$ cat src/gfx_pkg.sv
package gfx_pkg;

    // One RGB565 pixel.
    typedef logic [15:0] pixel_t;

    // Byte offsets of the control registers above the RAM.
    typedef enum logic [11:0] {
        ADDR        = 12'h000,
        ADDR_X      = 12'h004,
        ADDR_Y      = 12'h008,
        IMG_WIDTH   = 12'h00C,
        WIDTH       = 12'h010,
        HEIGHT      = 12'h014,
        X           = 12'h018,
        Y           = 12'h01C,
        DRAW        = 12'h020,
        CLEAR_COLOR = 12'h024,
        CLEAR       = 12'h028,
        BUSY        = 12'h02C,
        SWAP        = 12'h100,
        VSYNC       = 12'h108,
        VSYNCED     = 12'h10C
    } reg_offset_e;

    // Blit engine states.
    typedef enum logic [2:0] {
        IDLE,
        CLEAR_RUN,
        READ_SRC,
        WRITE_PIX,
        DONE
    } blit_state_e;

endpackage

$ cat src/blit_engine.sv
`timescale 1ns/1ps

module blit_engine #(
    parameter int  MEM_SIZE  = 8192,
    parameter int  FB_WIDTH  = 64,
    parameter int  FB_HEIGHT = 48,
    localparam int AW        = $clog2(MEM_SIZE / 4),
    localparam int FB_PIXELS = FB_WIDTH * FB_HEIGHT,
    localparam int FBAW      = $clog2(FB_PIXELS)
) (
    input  logic            clk_25mhz,
    input  logic            arst_n,
    input  logic            draw,
    input  logic            clear,
    input  logic [31:0]     src_addr,
    input  logic [15:0]     src_x,
    input  logic [15:0]     src_y,
    input  logic [15:0]     img_width,
    input  logic [10:0]     width,
    input  logic [9:0]      height,
    input  logic [10:0]     dst_x,
    input  logic [9:0]      dst_y,
    input  gfx_pkg::pixel_t clear_color,
    output logic            busy,
    output logic            src_rd_en,
    output logic [AW-1:0]   src_rd_addr,
    input  logic [31:0]     src_rd_data,
    output logic            fb_we,
    output logic [FBAW-1:0] fb_addr,
    output gfx_pkg::pixel_t fb_pixel
);

    gfx_pkg::blit_state_e state;

    logic            start;
    logic            advance;
    logic [31:0]     base_q;
    logic [15:0]     sx_q;
    logic [15:0]     sy_q;
    logic [15:0]     iw_q;
    logic [10:0]     w_q;
    logic [9:0]      h_q;
    logic [10:0]     x_q;
    logic [9:0]      y_q;
    gfx_pkg::pixel_t color_q;
    logic [10:0]     col;
    logic [9:0]      row;
    logic [11:0]     dst_col;
    logic [10:0]     dst_row;
    logic            in_range;
    logic            last_col;
    logic            last_pix;
    logic [16:0]     src_row;
    logic [31:0]     src_off;
    logic [31:0]     src_byte;
    gfx_pkg::pixel_t src_half;

    // Strobes while busy are dropped, clear beats draw.
    assign start = (draw || clear) && !busy;

    assign dst_col  = {1'b0, x_q} + {1'b0, col};
    assign dst_row  = {1'b0, y_q} + {1'b0, row};
    assign in_range = (dst_col < 12'(FB_WIDTH)) && (dst_row < 11'(FB_HEIGHT));
    assign last_col = (col == w_q - 11'd1);
    assign last_pix = last_col && (row == h_q - 10'd1);

    // Source halfword address, stable through READ_SRC and WRITE_PIX.
    assign src_row  = {1'b0, sy_q} + {7'd0, row};
    assign src_off  = 32'(src_row) * 32'(iw_q) + 32'(sx_q) + 32'(col);
    assign src_byte = base_q + {src_off[30:0], 1'b0};
    assign src_half = src_byte[1] ? src_rd_data[31:16] : src_rd_data[15:0];

    assign advance = (state == gfx_pkg::CLEAR_RUN) || (state == gfx_pkg::WRITE_PIX) ||
                     ((state == gfx_pkg::READ_SRC) && !in_range);

    assign src_rd_en   = (state == gfx_pkg::READ_SRC) && in_range;
    assign src_rd_addr = src_byte[AW+1:2];
    assign fb_we       = (state == gfx_pkg::CLEAR_RUN) || (state == gfx_pkg::WRITE_PIX);
    assign fb_addr     = FBAW'(32'(dst_row) * FB_WIDTH + 32'(dst_col));
    assign fb_pixel    = (state == gfx_pkg::CLEAR_RUN) ? color_q : src_half;

    // A clear walks the whole buffer as a full-screen rectangle.
    always_ff @(posedge clk_25mhz) begin
        if (start) begin
            color_q <= clear_color;
            base_q  <= src_addr;
            sx_q    <= src_x;
            sy_q    <= src_y;
            iw_q    <= img_width;
            if (clear) begin
                w_q <= 11'(FB_WIDTH);
                h_q <= 10'(FB_HEIGHT);
                x_q <= 11'd0;
                y_q <= 10'd0;
            end else begin
                w_q <= width;
                h_q <= height;
                x_q <= dst_x;
                y_q <= dst_y;
            end
        end
    end

    always_ff @(posedge clk_25mhz or negedge arst_n) begin
        if (!arst_n) begin
            state <= gfx_pkg::IDLE;
            busy  <= 1'b0;
            col   <= 11'd0;
            row   <= 10'd0;
        end else if (start) begin
            busy <= 1'b1;
            col  <= 11'd0;
            row  <= 10'd0;
            if (clear) begin
                state <= gfx_pkg::CLEAR_RUN;
            end else if ((width == 11'd0) || (height == 10'd0)) begin
                state <= gfx_pkg::DONE;
            end else begin
                state <= gfx_pkg::READ_SRC;
            end
        end else if (advance) begin
            if (last_pix) begin
                state <= gfx_pkg::DONE;
                busy  <= 1'b0;
            end else begin
                if (last_col) begin
                    col <= 11'd0;
                    row <= row + 10'd1;
                end else begin
                    col <= col + 11'd1;
                end
                if (state != gfx_pkg::CLEAR_RUN) begin
                    state <= gfx_pkg::READ_SRC;
                end
            end
        end else if (state == gfx_pkg::READ_SRC) begin
            state <= gfx_pkg::WRITE_PIX;
        end else if (state == gfx_pkg::DONE) begin
            state <= gfx_pkg::IDLE;
            busy  <= 1'b0;
        end
    end

    // Clipping keeps every write inside the framebuffer.
    assert property (@(posedge clk_25mhz) disable iff (!arst_n)
        fb_we |-> (32'(fb_addr) < FB_PIXELS));

    assert property (@(posedge clk_25mhz) disable iff (!arst_n)
        (state == gfx_pkg::IDLE) |-> !busy);

endmodule

$ cat config.mk
export PLATFORM = sky130hd
export DESIGN_NAME = blit_engine
export DESIGN_NICKNAME = d
export VERILOG_FILES = /design/src/gfx_pkg.sv /design/src/blit_engine.sv
export SDC_FILE = /design/constraint.sdc
export NUM_CORES = 1
export LEC_CHECK = 0
export BUFFER_PORTS_ARGS = -buffer_cell sky130_fd_sc_hd__buf_2
export CAP_MARGIN = 20
export CORE_MARGIN = 5
export CORE_UTILIZATION = 45
export CTS_BUF_LIST = sky130_fd_sc_hd__clkbuf_4 sky130_fd_sc_hd__clkbuf_8
export CTS_CLUSTER_SIZE = 20
export DETAILED_ROUTE_END_ITERATION = 12
export PLACE_DENSITY = 0.66
export SKIP_LAST_GASP = 1
export SYNTH_ARGS = -nofsm -noshare
export SYNTH_HDL_FRONTEND = slang
export SYNTH_SLANG_ARGS = --single-unit
export TNS_END_PERCENT = 30
$ cat constraint.sdc
create_clock -name clk_25mhz -period 8.5 [get_ports clk_25mhz]
set_input_delay 1.7 -clock clk_25mhz [delete_from_list [all_inputs] [get_ports clk_25mhz]]
set_output_delay 1.7 -clock clk_25mhz [all_outputs]
set_load 0.005 [all_outputs]
==> summary.txt <==
Status
  – Status: finished, violations left
  – Failing checks: setup timing

Place
  – Placer Congestion: 0.862
  – Count of placed standard cells including taps: between 1500 and 2000
  – Hpwl dp: between 15000 and 20000 µm
  – PortBufs: approximately 180
  – Dpl cell area: 0.0124 mm²

Worst setup path
  – Worst path most repeated cell: buf_4
  – Worst R2R Setup Slack: about 4.3 ns
  – Worst Path Max Fanout: 4
  – Worst EP required: roughly 6.8 ns
  – Slowest CP cell: fa_1
  – Worst r2r path cells: 12
  – Reg2reg end: col[6]
  – Worst path max stage delay: 0.54 ns
  – Crit Path Category: flop to output pin
  – Reg2reg start: row[0]
  – Crit start category: flop
  – Arrival @ worst endpoint: approximately 7.6 ns
  – CP endpoint kind: output pin

Yosys
  – Synth warn: 0
  – Area leader, netlist: edfxtp_1
  – Mapped Area: around 0.011 mm²
  – Sequential area share after synthesis: 0.356
  – #FFs+latches synth: between 100 and 150
  – Synth unique cells: 66
  – Synth Area per Inst: around 10 µm²
  – Ys async rst share: 0.191
  – Largest cells by area after synthesis: edfxtp_1 30%, fa_1 11%, ha_1 11%
  – Synth Instances: 1061
  – Post-synth EDFFs: roughly 110
  – Synth Flop Type: edfxtp_1
  – Syn nets: between 1000 and 1500
  – Synth top area share: 0.297

Detailed routing
  – 1st-pass router iterations: 4
  – Wire per inst: 15.4 µm
  – ANT nets after route: 0
  – Vias per cell: 5.07
  – DRT iter0 DRCs: 372
  – DRC: 0
  – Via count: 8365
  – Final WL: between 20000 and 30000 µm

Cells and area
  – Layout cells sized above 1: 0.279
  – FILL cells: about 2000
  – Area grow syn2layout: 24.5%
  – Post-route design area: approximately 0.013 mm²
  – Non-filler instance count after layout: 1651
  – Final nets: ~1600

Floorplanning
  – FP Rows: 56
  – Core footprint: 0.0235 mm²
  – DIE WIDTH: 164 µm
  – Die H: between 150 and 200 µm
  – Die ar.: about 0.027 mm²
  – Ports: 216
  – Initial core utilization: 0.456

Timing
  – Setup-failing EPs final: 5
  – Hold slack: between 0.6 and 0.7 ns
  – RSZ-0062 raised after global routing: true
  – Fin Clk Skew: ~0.017 ns
  – Final Cycle Share: 1.10
  – Setup_tns: -2.74 ns
  – Pins Over Slew Limit: 0
  – Slew margin rel.: 0.318
  – Final Hold Viols: 0
  – Final worst slack: -0.818 ns
  – Post-layout min period: 9.32 ns
  – Fmax: 107 MHz
  – Slew @ Worst Pin: between 1 and 1.5 ns

Hold path
  – Hold_sp: busy
  – Hold-critical path depth: 2
  – HP Class: flop to flop
  – WHS Endpoint: busy

GRT
  – Largest net degree at the start of global routing: between 60 and 70
  – Initial antenna violation count: 1
  – Vias in the first global route: approximately 8600
  – GR Util All Layers: 0.191
  – Overflow after GRT: 0
  – First-pass GRT wire length: slightly above 40000 µm

Clock tree
  – H-tree levels: 4
  – Hold buffers post-CTS: 0
  – Inserted Clock Buffers: 17
  – Clock Path Buffers: 2
  – CTS root buf: clkbuf_8
  – CTS tree: yes
  – Clock transition at path regs: roughly 0.10 ns
  – Clock tree sinks: 131
  – Clk_lat worst skew: between 0.4 and 0.5 ns

Job
  – Max_cap viols: 0
worst max path at each step:
| stage | endpoint | start | slack [ns] | cells after the start |
|---|---|---|---|---|
| finish | src_rd_addr[10] | sy_q[1] | -0.82 | 33 |
| global route | src_rd_addr[10] | sy_q[1] | -1.12 | 37 |
| CTS | src_rd_addr[10] | row[1] | -1.01 | 30 |
| detailed placement | src_rd_addr[10] | sy_q[1] | -0.69 | 27 |
| global placement | src_rd_addr[10] | sy_q[1] | -0.49 | 27 |
| floorplan | src_rd_addr[10] | row[1] | 0.02 | 26 |
per-stage QoR:
stage	util	worst slack, ns
6_report	0.568	-0.818
3_5_place_dp	0.530	-0.686
4_1_cts	0.559	-1.01
5_1_grt	0.568	-1.12
3_3_place_gp	0.529	-0.486
2_1_floorplan	-	0.0156
cell usage in the layout, fill, tap and decap left out, types with 16 or more instances in the layout:
master,Yosys,layout
nand2_1,89,89
clkbuf_8,0,17
dfrtp_1,25,24
and2_1,33,29
xnor2_1,69,59
nor2b_1,65,62
edfxtp_1,106,106
buf_4,1,80
nand3_1,16,16
xor2_1,20,18
buf_2,1,183
nand2b_1,18,18
o21ai_0,45,39
a21oi_1,38,31
fa_1,61,57
nor2_1,39,35
inv_1,141,134
mux2i_1,21,21
ha_1,90,82
per-layer routing:
layer	global-route usage	part of all wire
met5	0	0
met4	0.0473	0.016
met3	0.0437	0.055
met2	0.341	0.51
met1	0.235	0.42
cells in the mapped netlist (7+ instances only):
| cell type | number |
|---|---|
| fa_1 | 61 |
| o211ai_1 | 7 |
| xor2_1 | 20 |
| and3_1 | 7 |
| xnor2_1 | 69 |
| nor2_1 | 39 |
| a21oi_1 | 38 |
| nand2_1 | 89 |
| nand3_1 | 16 |
| dfrtp_1 | 25 |
| o21ai_0 | 45 |
| inv_1 | 141 |
| o21a_1 | 9 |
| nor3_1 | 13 |
| a21o_1 | 14 |
| or3_1 | 9 |
| nand4_1 | 9 |
| nand2b_1 | 18 |
| nor2b_1 | 65 |
| mux2i_1 | 21 |
| edfxtp_1 | 106 |
| nor4_1 | 11 |
| and2_1 | 33 |
| ha_1 | 90 |
| o21bai_1 | 7 |
| clkbuf_1 | 22 |
area by class of cell:
cell class,instances,area (µm²),area share
Multi-Input combinational cell,763,6630,0.497
Sequential cell,131,3810,0.286
Timing Repair Buffer,264,1530,0.115
Inverter,141,532,0.0399
Tap cell,319,399,0.0299
Clock buffer,17,234,0.0175
Clock inverter,15,203,0.0152
Antenna cell,1,2.50,0.000188
worst max-delay path: cells and delay by family (launching register included):
family	cells	cell delay [ns]
AOI/OAI and AO/OA	5	0.92
xor gates and xnor gates	3	0.54
adders and majority gates	9	3.40
buffers and inverters	11	0.94
DFF	1	0.45
and+or+nand+nor	5	0.91
flip-flops by register name, summed over array words and instances (netlist names):
signal,flops
x_q,11
busy,1
sx_q,12
row,10
base_q,12
w_q,11
iw_q,12
y_q,10
color_q,16
sy_q,12
h_q,10
col,11
state,3
cell families (layout without fill, tap and decap cells):
group	Yosys count	after routing	synth area share
DFF	131	131	0.356
muxes	21	21	0.0196
and+or+nand+nor	334	334	0.168
buffers and inverters	167	437	0.0590
AOI/OAI and AO/OA	165	165	0.0994
other	0	1	0
adders and majority gates	151	151	0.219
xor gates and xnor gates	92	92	0.0791
what timing repair did:
| item | in CTS | in global routing |
|---|---|---|
| gates resized for setup | 33 | 34 |
| endpoints found under the setup margin | 5 | 6 |
| pin swaps | 61 | 38 |
| setup buffers | 15 | 5 |
Power is left out: the tool's default activity adds up to more than one toggle a clock period on the data nets, which glitch-free logic cannot reach.
