## src/gfx_pkg.sv

```systemverilog
package gfx_pkg;

    // One RGB565 pixel.
    typedef logic [15:0] pixel_t;

    // Byte offsets of the control registers above the RAM.
    typedef enum logic [11:0] {
        ADDR        = 12'h000,
        ADDR_X      = 12'h004,
        ADDR_Y      = 12'h008,
        IMG_WIDTH   = 12'h00C,
        WIDTH       = 12'h010,
        HEIGHT      = 12'h014,
        X           = 12'h018,
        Y           = 12'h01C,
        DRAW        = 12'h020,
        CLEAR_COLOR = 12'h024,
        CLEAR       = 12'h028,
        BUSY        = 12'h02C,
        SWAP        = 12'h100,
        VSYNC       = 12'h108,
        VSYNCED     = 12'h10C
    } reg_offset_e;

    // Blit engine states.
    typedef enum logic [2:0] {
        IDLE,
        CLEAR_RUN,
        READ_SRC,
        WRITE_PIX,
        DONE
    } blit_state_e;

endpackage

```

## src/gpu_regs.sv

```systemverilog
`timescale 1ns/1ps

module gpu_regs #(
    parameter int MEM_SIZE = 8192
) (
    input  logic            clk_25mhz,
    input  logic            arst_n,
    input  logic            mem_valid,
    input  logic [31:0]     mem_addr,
    input  logic [31:0]     mem_wdata,
    input  logic [3:0]      mem_wstrb,
    output logic            mem_ready,
    output logic [31:0]     reg_rdata,
    output logic            ram_sel,
    output logic            ram_en,
    input  logic            busy,
    input  logic            vsync,
    output logic            draw,
    output logic            clear,
    output logic            swap_req,
    output logic            swap_on_vsync,
    output logic [31:0]     src_addr,
    output logic [15:0]     src_x,
    output logic [15:0]     src_y,
    output logic [15:0]     img_width,
    output logic [10:0]     width,
    output logic [9:0]      height,
    output logic [10:0]     dst_x,
    output logic [9:0]      dst_y,
    output gfx_pkg::pixel_t clear_color
);

    logic                 accept;
    logic                 in_ram;
    logic                 in_regs;
    logic                 reg_wr;
    logic [31:0]          rel_addr;
    gfx_pkg::reg_offset_e reg_off;
    logic                 vs_meta;
    logic                 vs_sync;

    // A request is taken once, in the cycle before ready.
    assign accept   = mem_valid && !mem_ready;
    assign in_ram   = mem_addr < 32'(MEM_SIZE);
    assign rel_addr = mem_addr - 32'(MEM_SIZE);
    assign in_regs  = !in_ram && (rel_addr[31:12] == 20'd0);
    assign reg_off  = gfx_pkg::reg_offset_e'(rel_addr[11:0]);
    assign reg_wr   = accept && in_regs && (mem_wstrb != 4'd0);
    assign ram_en   = accept && in_ram;

    always_ff @(posedge clk_25mhz or negedge arst_n) begin
        if (!arst_n) begin
            mem_ready     <= 1'b0;
            ram_sel       <= 1'b0;
            reg_rdata     <= 32'd0;
            draw          <= 1'b0;
            clear         <= 1'b0;
            swap_req      <= 1'b0;
            swap_on_vsync <= 1'b1;
            vs_meta       <= 1'b0;
            vs_sync       <= 1'b0;
        end else begin
            mem_ready <= accept;
            vs_meta   <= vsync;
            vs_sync   <= vs_meta;
            draw      <= reg_wr && (reg_off == gfx_pkg::DRAW) && mem_wdata[0];
            clear     <= reg_wr && (reg_off == gfx_pkg::CLEAR) && mem_wdata[0];
            swap_req  <= reg_wr && (reg_off == gfx_pkg::SWAP) && mem_wdata[0];
            if (reg_wr && (reg_off == gfx_pkg::VSYNCED)) begin
                swap_on_vsync <= mem_wdata[0];
            end
            // Region select and status data line up with ready.
            if (accept) begin
                ram_sel   <= in_ram;
                reg_rdata <= 32'd0;
                if (in_regs) begin
                    case (reg_off)
                        gfx_pkg::BUSY:  reg_rdata <= {31'd0, busy};
                        gfx_pkg::VSYNC: reg_rdata <= {31'd0, vs_sync};
                        default:        reg_rdata <= 32'd0;
                    endcase
                end
            end
        end
    end

    // Blit parameters, truncated to each register's width.
    always_ff @(posedge clk_25mhz) begin
        if (reg_wr) begin
            case (reg_off)
                gfx_pkg::ADDR:        src_addr    <= mem_wdata;
                gfx_pkg::ADDR_X:      src_x       <= mem_wdata[15:0];
                gfx_pkg::ADDR_Y:      src_y       <= mem_wdata[15:0];
                gfx_pkg::IMG_WIDTH:   img_width   <= mem_wdata[15:0];
                gfx_pkg::WIDTH:       width       <= mem_wdata[10:0];
                gfx_pkg::HEIGHT:      height      <= mem_wdata[9:0];
                gfx_pkg::X:           dst_x       <= mem_wdata[10:0];
                gfx_pkg::Y:           dst_y       <= mem_wdata[9:0];
                gfx_pkg::CLEAR_COLOR: clear_color <= mem_wdata[15:0];
                default: ;
            endcase
        end
    end

    // Bus handshake gives one ready per request.
    assert property (@(posedge clk_25mhz) disable iff (!arst_n)
        mem_ready |=> !mem_ready);

endmodule

```

## config.mk

```make
export PLATFORM = sky130hd
export DESIGN_NAME = gpu_regs
export DESIGN_NICKNAME = d
export VERILOG_FILES = /design/src/gfx_pkg.sv /design/src/gpu_regs.sv
export SDC_FILE = /design/constraint.sdc
export NUM_CORES = 1
export LEC_CHECK = 0
export BUFFER_PORTS_ARGS = -buffer_cell sky130_fd_sc_hd__buf_2
export CAP_MARGIN = 0
export CORE_ASPECT_RATIO = 1.75
export CORE_MARGIN = 1
export CORE_UTILIZATION = 49
export DETAILED_ROUTE_END_ITERATION = 16
export HOLD_SLACK_MARGIN = 0.12
export PLACE_DENSITY_LB_ADDON = 0.25
export SLEW_MARGIN = 20
export SYNTH_ARGS = -nofsm -noshare
export SYNTH_HDL_FRONTEND = slang
export SYNTH_SLANG_ARGS = --single-unit
```

## constraint.sdc

```tcl
create_clock -name clk_25mhz -period 11.45 [get_ports clk_25mhz]
set_input_delay 0.5725 -clock clk_25mhz [delete_from_list [all_inputs] [get_ports clk_25mhz]]
set_output_delay 0.5725 -clock clk_25mhz [all_outputs]
set_load 0.02 [all_outputs]
```

==> reports/qor.csv, run 1 <==
metric,value,unit
HPWL Detailed,8450,microns
Hold Startpoint,vsync,
vias per std cell,4.96,
total CTS buffers,17,
"Distinct cells, synth",37,
#FFs+latches synth,147,
Setup CP Type,in2reg,
critical-path cell list,buf_2 -> inv_1 -> ha_1 -> nor3b_1 -> nand3_1 -> o311ai_4 -> nand4_2 -> nor3_2,
port buffer count,218,
PwrDens,163,mW/mm^2
Startpoint Class,input port,
Gate power share,3.4,%
sw frac,20.0,%
most common cell in the synthesized netlist,edfxtp_1,
chip height,137,microns
internal power,0.000897,W
Tightest Hold Check Type,in2reg,
Worst-Margin Slew,0.913,ns
worst path bufs/invs,2,
crit end category,flip-flop,
R2R depth,5,
number of max-cap violations,0,
number of antenna violations at the first check in global routing,0,
Flop pwr share,52.4,%
final RePlAce weighted congestion,0.794,
share of total power in the clock network,44.1,%
Ys Warns,0,
Post-DRT Antenna Nets,0,
Vias,3137,
"Seq/Total Area, Yosys",85.5,%
Compound-Gate Fraction of Synth Area,1.74,%
reg2reg start,mem_ready,
Sinks on Clock Net,147,
Pins Over Slew Limit,0,
number of global-route vias before repair,2969,
R2R setup slack,8.57,ns
CP top delay family,simple AND/OR/NAND/NOR gates,
final hold viol count,0,
Post-Layout Cell Count,633,
setup bufs post-CTS,0,
Die Span X,79.2,microns
cell area after synthesis,0.00511,sq mm
data required time of the worst path,11.47,ns
Adder-Cell Fraction of Synth Area,0.245,%
CTS root buf,clkbuf_16,
Arrival @ worst endpoint,3.06,ns
ranking of synthesized cells by area,"edfxtp_1 81%, buf_4 4.6%, dfrtp_1 3.9%",
nets,567,
Cell Count Post-Placement,600,
DRT Pass-1 Iters,4,
CTS max path bufs,2,
LEAKAGE,2.77,nW
relative slew slack,38.8,%
Total Neg Setup Slack,0,ns
most frequent cells after synthesis,"138 x edfxtp_1, 31 x buf_4, 13 x nor3_1",
Yosys top cell area share,81.0,%
final WL,11700,microns
n_diodes,0,
final worst-path cycle share,26.6,%
multiplexer share of the synthesized area,0.220,%
"area leader, netlist",edfxtp_1,
Max H-tree Level,4,
CORE AREA,0.0102,sq mm
DRT iter0 DRCs,171,
WHS Endpoint,vs_meta,
largest net degree at the start of global routing,33,
first-pass GRT wire length,16400,microns
min Tclk post-route,3.04,ns
status,finished clean,
Layout Skew,0.00474,ns
CTS tree,yes,
reg2reg end,height[9],
overflow left after global routing,0,
"Top FF cell, synth",edfxtp_1,
total track usage,22.2,%
"slowest stage delay, CP",0.89,ns
slowest CP cell,nor3_2,
"Clk Latency, worst-skew pair",0.40,ns
VDD IR max,0.151,mV
RSZ-0062 raised after global routing,false,
I/O pins,250,
Sw Pwr,0.000225,W
Synth Area in XOR/XNOR,0.343,%
simple-gate share of the synthesized area,6.56,%
initial core utilization,49.9,%
Remaining DRCs,0,
die area,0.0109,sq mm
Peak Freq,328,MHz
number of synthesized flops with an enable pin,138,
clock slew seen by the registers of the worst setup and hold paths,0.05,ns
main combinational cell family by area after synthesis,simple AND/OR/NAND/NOR gates,
Site Rows,49,
cell count of the worst hold path,1,
ys async rst share,6.12,%
Synth Area per Inst,20.3,sq um
routed length per instance,18.4,microns
fraction of layout cells with a size suffix above 1,54.0,%
"Max FO, Critical Path",13,
# setup viols final,0,
synthesized instance count,252,
Area Growth Syn to Fin,34.3,%
## cell type report
type,instances,area (sq um)
Tap cell,127,159
Timing Repair Buffer,224,1140
Sequential cell,147,4370
Fill cell,729,3370
Clock buffer,18,429
Clock inverter,14,114
Inverter,8,30.0
Multi-Input combinational cell,95,627
## state kept, by name, summed over array words and instances, names as in the netlist
register	flops
clear	1
clear_color	16
draw	1
dst_x	11
dst_y	10
height	10
img_width	16
mem_ready	1
ram_sel	1
reg_rdata	1
src_addr	32
src_x	16
src_y	16
swap_on_vsync	1
swap_req	1
vs_meta	1
vs_sync	1
width	11
## worst max path at each step
stage,start,slack (ns),end,cells past startpoint
global route,mem_addr[13],8.15,dst_x[9],8
detailed placement,mem_addr[13],7.97,dst_y[8],8
floorplan,mem_addr[13],6.97,src_addr[0],8
global placement,mem_addr[13],8.14,dst_y[2],8
finish,mem_addr[13],8.41,height[9],8
CTS,mem_addr[13],8.35,dst_y[9],8
## placed cells by master, fill, tap and decap left out, types with 3 or more instances in the layout
cell | netlist | routed
nand2_1 | 4 | 4
nand3_1 | 3 | 3
clkbuf_16 | 0 | 17
inv_1 | 8 | 8
conb_1 | 1 | 31
nor2_1 | 3 | 3
dfrtp_1 | 8 | 8
nor4b_1 | 3 | 3
nor3_1 | 13 | 4
edfxtp_1 | 138 | 138
nand4_1 | 3 | 3
clkinv_4 | 0 | 3
buf_2 | 0 | 218
nor4_1 | 7 | 7
nor3_2 | 2 | 11
buf_4 | 31 | 5
clkinv_2 | 0 | 6
## power by group through the flow
stage                     clock network (W)  registers, W  logic [W]
after floorplan                           0      0.000600  0.0000238
after global placement                    0      0.000599  0.0000365
after detailed placement                  0      0.000599  0.0000376
after CTS                          0.000505      0.000588  0.0000380
after global routing               0.000526      0.000588  0.0000424
final                              0.000495      0.000588  0.0000384
## per-stage QoR
| step | hold WS [ns] | power (W) | setup slack (ns) | instance area [sq um] | utilization [%] |
|---|---|---|---|---|---|
| 2_1_floorplan | 0.277 | 0.000624 | 6.97 | 5230 | - |
| 3_3_place_gp | 0.335 | 0.000636 | 8.14 | 6310 | 61.7 |
| 3_5_place_dp | 0.336 | 0.000637 | 7.97 | 6310 | 61.7 |
| 4_1_cts | 0.256 | 0.00113 | 8.35 | 6870 | 67.1 |
| 5_1_grt | 0.254 | 0.00116 | 8.15 | 6870 | 67.1 |
| 6_report | 0.279 | 0.00112 | 8.41 | 6870 | 67.1 |
## timing repair
action	4_1_cts	5_1_grt
gates resized for setup	0	0
hold endpoints to repair	8	0
hold buffers	1	0
## cells by family (layout without fill, tap and decap cells)
family / after synthesis / after routing
flip-flops: 147 / 147
AND/OR/NAND/NOR: 52 / 52
buffers and inverters: 40 / 264
other: 1 / 31
multiplexers: 1 / 1
adder cells (fa/ha/maj): 1 / 1
AO/OA/AOI/OAI: 8 / 8
XOR/XNOR: 2 / 2
## metal layers
| metal | GRT usage [%] | up-vias | share of wire (%) |
|---|---|---|---|
| met2 | 40.7 | 195 | 58 |
| met4 | 12.8 | 0 | 3.1 |
| met5 | 0 | - | 0 |
| met3 | 7.40 | 20 | 8.5 |
| met1 | 20.9 | 1518 | 31 |
| li1 | - | 1404 | - |
Note: power is estimated with default switching activity, not from simulation.
==> run 2: changes to the inputs <==
--- a/config.mk
+++ b/config.mk
@@ -9,7 +9,7 @@
 export CAP_MARGIN = 0
 export CORE_ASPECT_RATIO = 1.75
 export CORE_MARGIN = 1
-export CORE_UTILIZATION = 49
+export CORE_UTILIZATION = 41
 export DETAILED_ROUTE_END_ITERATION = 16
 export HOLD_SLACK_MARGIN = 0.12
 export PLACE_DENSITY_LB_ADDON = 0.25
==> constraint.sdc (replaced) <==
create_clock -name clk_25mhz -period 2.66 [get_ports clk_25mhz]
set_input_delay 0.133 -clock clk_25mhz [delete_from_list [all_inputs] [get_ports clk_25mhz]]
set_output_delay 0.133 -clock clk_25mhz [all_outputs]
set_load 0.02 [all_outputs]
==> run 2 against run 1 <==
Hold slack worse by 0.11 ns. Clock power increased to 4.6 times the previous value. Wire length is 4.9% higher. First-iteration DRC count down 7.0%. Final cell count rose by 14%. Register-to-register slack lost 8.3 ns. Die area up 19%. Core utilization decreased by 4.6 points. Critical path depth decreased by 1.
==> reports/qor.csv, run 2 (synthesis gave the netlist of run 1 again) <==
metric,value,unit,change
status,finished clean,,unchanged
Fillers,921,,was 729
"slowest stage delay, CP",0.59,ns,was 0.89 ns
pre-CTS WS,0.223,ns,was 7.97 ns
VDD IR max,0.461,mV,was 0.151 mV
sw frac,21.4,%,was 20.0%
largest net degree at the start of global routing,33,,unchanged
worst path bufs/invs,2,,unchanged
met1 usage,18.2,%,was 20.9%
Layout Skew,0.00794,ns,was 0.00474 ns
Setup CP Type,reg2reg,,was in2reg
fraction of layout cells with a size suffix above 1,50.6,%,was 54.0%
max reg flops,32,,unchanged
share of total power in the clock network,45.1,%,was 44.1%
gr busiest metal,met2,,unchanged
WHS Endpoint,clear,,was vs_meta
Reg with most FFs,src_addr,,unchanged
"Clk Latency, worst-skew pair",0.41,ns,was 0.40 ns
Vias,3302,,was 3137
initial core utilization,42.4,%,was 49.9%
most frequent cells in the layout,"218 x buf_2, 138 x edfxtp_1, 47 x dlygate4sd3_1",,"was 218 x buf_2, 138 x edfxtp_1, 31 x conb_1"
number of antenna violations at the first check in global routing,0,,unchanged
n_diodes,0,,unchanged
final worst-path cycle share,91.1,%,
die area,0.0129,sq mm,was 0.0109 sq mm
M3 GR Usage,6.51,%,was 7.40%
Sw Pwr,0.00107,W,was 0.000225 W
Gate power share,4.3,%,was 3.4%
critical-path cell list,nor4b_1 -> nand4b_1 -> nor3_2 -> nand4_2 -> buf_4 -> o31ai_1 -> dlygate4sd3_1,,was buf_2 -> inv_1 -> ha_1 -> nor3b_1 -> nand3_1 -> o311ai_4 -> nand4_2 -> nor3_2
Flop pwr share,50.6,%,was 52.4%
Post-Layout Cell Count,724,,was 633
total track usage,19.2,%,was 22.2%
Hold Startpoint,mem_addr[2],,was vsync
nets,621,,was 567
Startpoint Class,flip-flop,,was input port
"most common cell after layout, fill and taps aside",buf_2,,unchanged
RSZ-0062 raised after global routing,false,,unchanged
routed length per instance,16.9,microns,was 18.4 microns
R2R setup slack,0.24,ns,was 8.57 ns
final hold viol count,0,,unchanged
register area,0.00437,sq mm,about the same
vias per std cell,4.56,,was 4.96
DRT Pass-1 Iters,4,,unchanged
internal power,0.00393,W,was 0.000897 W
R2R depth,7,,was 5
overflow left after global routing,0,,unchanged
CTS tree,yes,,unchanged
cell count of the worst hold path,3,,was 1
I/O pins,250,,unchanged
CTS root buf,clkbuf_16,,unchanged
CORE AREA,0.0121,sq mm,was 0.0102 sq mm
CTS max path bufs,2,,unchanged
relative slew slack,63.4,%,was 38.8%
min Tclk post-route,2.42,ns,
chip height,150,microns,was 137 microns
Tightest Hold Check Type,in2reg,,unchanged
PwrDens,664,mW/mm^2,was 163 mW/mm^2
multi-input logic area,633,sq um,was 627 sq um
data required time of the worst path,3.00,ns,was 11.47 ns
Cell Count Post-Placement,645,,was 600
DRT iter0 DRCs,159,,was 171
slowest CP cell,dlygate4sd3_1,,was nor3_2
first-pass GRT wire length,17800,microns,was 16400 microns
# setup viols final,0,,unchanged
Worst-Margin Slew,0.545,ns,was 0.913 ns
worst setup margin,0.235,ns,was 8.41 ns
Area Growth Syn to Fin,47.4,%,was 34.3%
crit end category,flip-flop,,unchanged
port buffer count,218,,unchanged
Sinks on Clock Net,147,,unchanged
Post-DRT Antenna Nets,0,,unchanged
Die Span X,86.4,microns,was 79.2 microns
HPWL Detailed,8760,microns,was 8450 microns
LEAKAGE,3.03,nW,was 2.77 nW
final WL,12200,microns,was 11700 microns
number of global-route vias before repair,3400,,was 2969
Arrival @ worst endpoint,2.77,ns,was 3.06 ns
CP top delay family,simple AND/OR/NAND/NOR gates,,unchanged
Peak Freq,412,MHz,
reg2reg end,reg_rdata[0],,was height[9]
Total Neg Setup Slack,0,ns,unchanged
Max H-tree Level,4,,unchanged
met2 global-route usage,35.9,%,was 40.7%
final RePlAce weighted congestion,0.799,,was 0.794
"Max FO, Critical Path",13,,unchanged
total CTS buffers,17,,unchanged
clock slew seen by the registers of the worst setup and hold paths,0.06,ns,was 0.05 ns
Site Rows,53,,was 49
Remaining DRCs,0,,unchanged
PnR Total Power,0.00500,W,was 0.00112 W
reg2reg start,mem_ready,,unchanged
number of max-cap violations,0,,unchanged
Pins Over Slew Limit,0,,unchanged
[run 2: metrics by stage]
step	instance area [sq um]	util, %	hold slack (ns)
6_report	7540	62.5	0.166
5_1_grt	7540	62.5	0.189
4_1_cts	7530	62.4	0.161
3_5_place_dp	6480	53.7	-0.00605
3_3_place_gp	6480	53.7	-0.0100
2_1_floorplan	5240	-	-0.163
[run 2: worst reg2reg max path, cell delays in order, from the launching register on]
cell	delay, ns
dfrtp_2	0.40
nor4b_1	0.30
nand4b_1	0.24
nor3_2	0.23
nand4_2	0.12
buf_4	0.22
o31ai_1	0.26
dlygate4sd3_1	0.59
[run 2: worst max-delay path by stage]
stage / from / depth (start not counted) / to
after global routing: mem_ready / 7 / reg_rdata[0]
after global placement: mem_addr[13] / 10 / clear_color[2]
after CTS: mem_ready / 7 / reg_rdata[0]
final: mem_ready / 7 / reg_rdata[0]
after floorplan: mem_ready / 6 / src_y[0]
after detailed placement: mem_addr[13] / 10 / src_y[11]
[run 2: final cells by class]
cell class,instances,area share [%]
Clock inverter,14,1.98
Tap cell,165,2.74
Inverter,8,0.398
Clock buffer,17,5.64
Timing Repair Buffer,278,22.8
Sequential cell,147,58.0
Multi-Input combinational cell,95,8.40
[run 2: power by group through the flow]
stage / combinational [W] / sequential (W) / clock [W]
5_1_grt: 0.000235 / 0.00253 / 0.00239
3_5_place_dp: 0.000164 / 0.00258 / 0
2_1_floorplan: 0.000103 / 0.00258 / 0
6_report: 0.000216 / 0.00253 / 0.00226
4_1_cts: 0.000213 / 0.00253 / 0.00229
3_3_place_gp: 0.000160 / 0.00258 / 0
[run 2: routing by layer]
layer | up-vias | wire length (microns)
li1 | 1513 | -
met1 | 1570 | 4120
met2 | 192 | 6760
met3 | 27 | 1020
met4 | 0 | 349
met5 | - | 0
[run 2: timing repair]
item                                    in CTS  in global routing
resized for setup                            0                  0
hold buffers                                47                  0
endpoints found under the hold margin      154                  0
endpoints found under the setup margin       0                  1
setup buffers                                0                  1
==> run 3: changes to the inputs <==
--- a/config.mk
+++ b/config.mk
@@ -7,12 +7,12 @@
 export LEC_CHECK = 0
 export BUFFER_PORTS_ARGS = -buffer_cell sky130_fd_sc_hd__buf_2
 export CAP_MARGIN = 0
-export CORE_ASPECT_RATIO = 1.75
+export CORE_ASPECT_RATIO = 2
 export CORE_MARGIN = 1
 export CORE_UTILIZATION = 41
 export DETAILED_ROUTE_END_ITERATION = 16
 export HOLD_SLACK_MARGIN = 0.12
-export PLACE_DENSITY_LB_ADDON = 0.25
+export PLACE_DENSITY = 0.86
 export SLEW_MARGIN = 20
 export SYNTH_ARGS = -nofsm -noshare
 export SYNTH_HDL_FRONTEND = slang
==> run 3 against run 2 <==
Sequential share of layout area is 0.54 points higher. Combinational power hardly changed. Largest power group unchanged. Hold slack worse by 0.020 ns. Wire length is 5.5% higher. Die area hardly changed. Critical path depth stayed put. Maximum frequency is 5.2% lower. Flip-flop and latch count stayed put. Count of clock-buffer cells in the layout stayed put. Largest cell class unchanged. Register-to-register slack worse by 0.13 ns. Core utilization is 0.86 points lower.
==> reports/qor.csv, run 3 (synthesis gave the netlist of run 1 again) <==
metric,value,unit,change
CORE AREA,0.0121,sq mm,about the same
routed length per instance,18.3,microns,was 16.9 microns
Pins Over Slew Limit,0,,unchanged
Max H-tree Level,4,,unchanged
Remaining DRCs,0,,unchanged
overflow left after global routing,0,,unchanged
HPWL Detailed,9050,microns,was 8760 microns
vias per std cell,4.80,,was 4.56
Die Span X,81.0,microns,was 86.4 microns
final RePlAce weighted congestion,0.776,,was 0.799
Sinks on Clock Net,147,,unchanged
initial core utilization,42.2,%,was 42.4%
crit end category,flip-flop,,unchanged
Vias,3392,,was 3302
number of antenna violations at the first check in global routing,1,,was 0
CTS max path bufs,2,,unchanged
most frequent cells in the layout,"218 x buf_2, 138 x edfxtp_1, 44 x dlygate4sd3_1",,"was 218 x buf_2, 138 x edfxtp_1, 47 x dlygate4sd3_1"
port buffer count,218,,unchanged
final worst-path cycle share,96.2,%,was 91.1%
# setup viols final,0,,unchanged
setup bufs post-CTS,0,,unchanged
chip height,160,microns,was 150 microns
Setup CP Type,reg2reg,,unchanged
die area,0.0130,sq mm,was 0.0129 sq mm
nets,619,,was 621
Site Rows,57,,was 53
Post-DRT Antenna Nets,0,,unchanged
min Tclk post-route,2.56,ns,was 2.42 ns
Fillers,880,,was 921
Arrival @ worst endpoint,2.90,ns,was 2.77 ns
CTS tree,yes,,unchanged
final hold viol count,0,,unchanged
number of global-route vias before repair,3445,,was 3400
M1 wire length,4260,microns,was 4120 microns
max reg flops,32,,unchanged
first-pass GRT wire length,19100,microns,was 17800 microns
Util after Layout,61.6,%,was 62.5%
worst setup margin,0.102,ns,was 0.235 ns
total track usage,21.0,%,was 19.2%
WL met3,790,microns,was 1020 microns
Layout Skew,0.00525,ns,was 0.00794 ns
total CTS buffers,17,,unchanged
top sig layer,met4,,unchanged
Reg with most FFs,src_addr,,unchanged
number of max-cap violations,0,,unchanged
Area Growth Syn to Fin,46.0,%,was 47.4%
pre-CTS WS,0.151,ns,was 0.223 ns
fraction of layout cells with a size suffix above 1,51.3,%,was 50.6%
I/O pins,250,,unchanged
"Clk Latency, worst-skew pair",0.41,ns,about the same
WL met2,7610,microns,was 6760 microns
"most common cell after layout, fill and taps aside",buf_2,,unchanged
clock slew seen by the registers of the worst setup and hold paths,0.06,ns,about the same
RSZ-0062 raised after global routing,false,,unchanged
Worst-Margin Slew,0.536,ns,was 0.545 ns
largest net degree at the start of global routing,33,,unchanged
DRT Pass-1 Iters,4,,unchanged
Tightest Hold Check Type,in2reg,,unchanged
PwrDens,680,mW/mm^2,was 664 mW/mm^2
data required time of the worst path,3.00,ns,about the same
CTS root buf,clkbuf_16,,unchanged
relative slew slack,64.0,%,was 63.4%
DRT iter0 DRCs,228,,was 159
VDD IR max,0.568,mV,was 0.461 mV
LEAKAGE,3.04,nW,was 3.03 nW
Peak Freq,391,MHz,was 412 MHz
"Max FO, Critical Path",13,,unchanged
status,finished clean,,unchanged
final WL,12900,microns,was 12200 microns
Startpoint Class,flip-flop,,unchanged
==> run 3: path summary, 6_finish.rpt <==
check                      slack (ns)   startpoint  depth (start not counted)             to
max                              0.10    mem_ready                          7   reg_rdata[0]
min                              0.15  mem_addr[4]                          4           draw
max reg2reg                      0.10    mem_ready                          7   reg_rdata[0]
min reg2reg                      0.35      vs_meta                          0        vs_sync
max in group asynchronous        1.67       arst_n                          3      mem_ready
min in group asynchronous        0.19       arst_n                          2  swap_on_vsync
==> run 3: cell type report <==
class	count	area, sq um	area share, %
flip-flops and latches	147	4370	58.5
well taps	147	184	2.46
diodes	1	2.50	0.0335
repair buffers	276	1650	22.1
multi-input cells	95	639	8.56
clock buffers	17	425	5.70
clock inverters	15	165	2.21
inverters	8	30.0	0.402
==> run 3: worst max-delay path, stage by stage (launching register included) <==
cell           delay (ns)
dfrtp_2              0.42
nor4b_2              0.31
nand4b_1             0.24
nor3_2               0.28
nand4_2              0.11
buf_4                0.22
o31ai_1              0.28
dlygate4sd3_1        0.61
==> run 3: where the power goes <==
group	switching (W)	internal, W	total [W]
Sequential	0.00000151	0.00253	0.00253
Combinational	0.000125	0.0000938	0.000219
Clock	0.000994	0.00133	0.00233
Total	0.00112	0.00396	0.00508
==> run 3: repair_timing <==
item                       in CTS  in global routing
setup endpoints to repair       0                  1
hold endpoints to repair      154                  0
gates resized for setup         0                  1
hold buffers                   44                  0
==> run 3: through the flow <==
step                area, sq um  instances  TNS (ns)  hold WS (ns)  total power, W
floorplan                  5240        282    -23.24        -0.163         0.00269
global placement           6430        629         0      -0.00835         0.00274
detailed placement         6430        629         0      -0.00131         0.00275
CTS                        7460        705         0         0.131         0.00510
global route               7470        706         0         0.189         0.00523
finish                     7470        706         0         0.146         0.00508
==> run 3: layer usage <==
layer,GRT usage (%),vias up
li1,-,1513
met4,9.90,0
met1,20.3,1636
met5,0,-
met3,4.23,17
met2,39.8,226
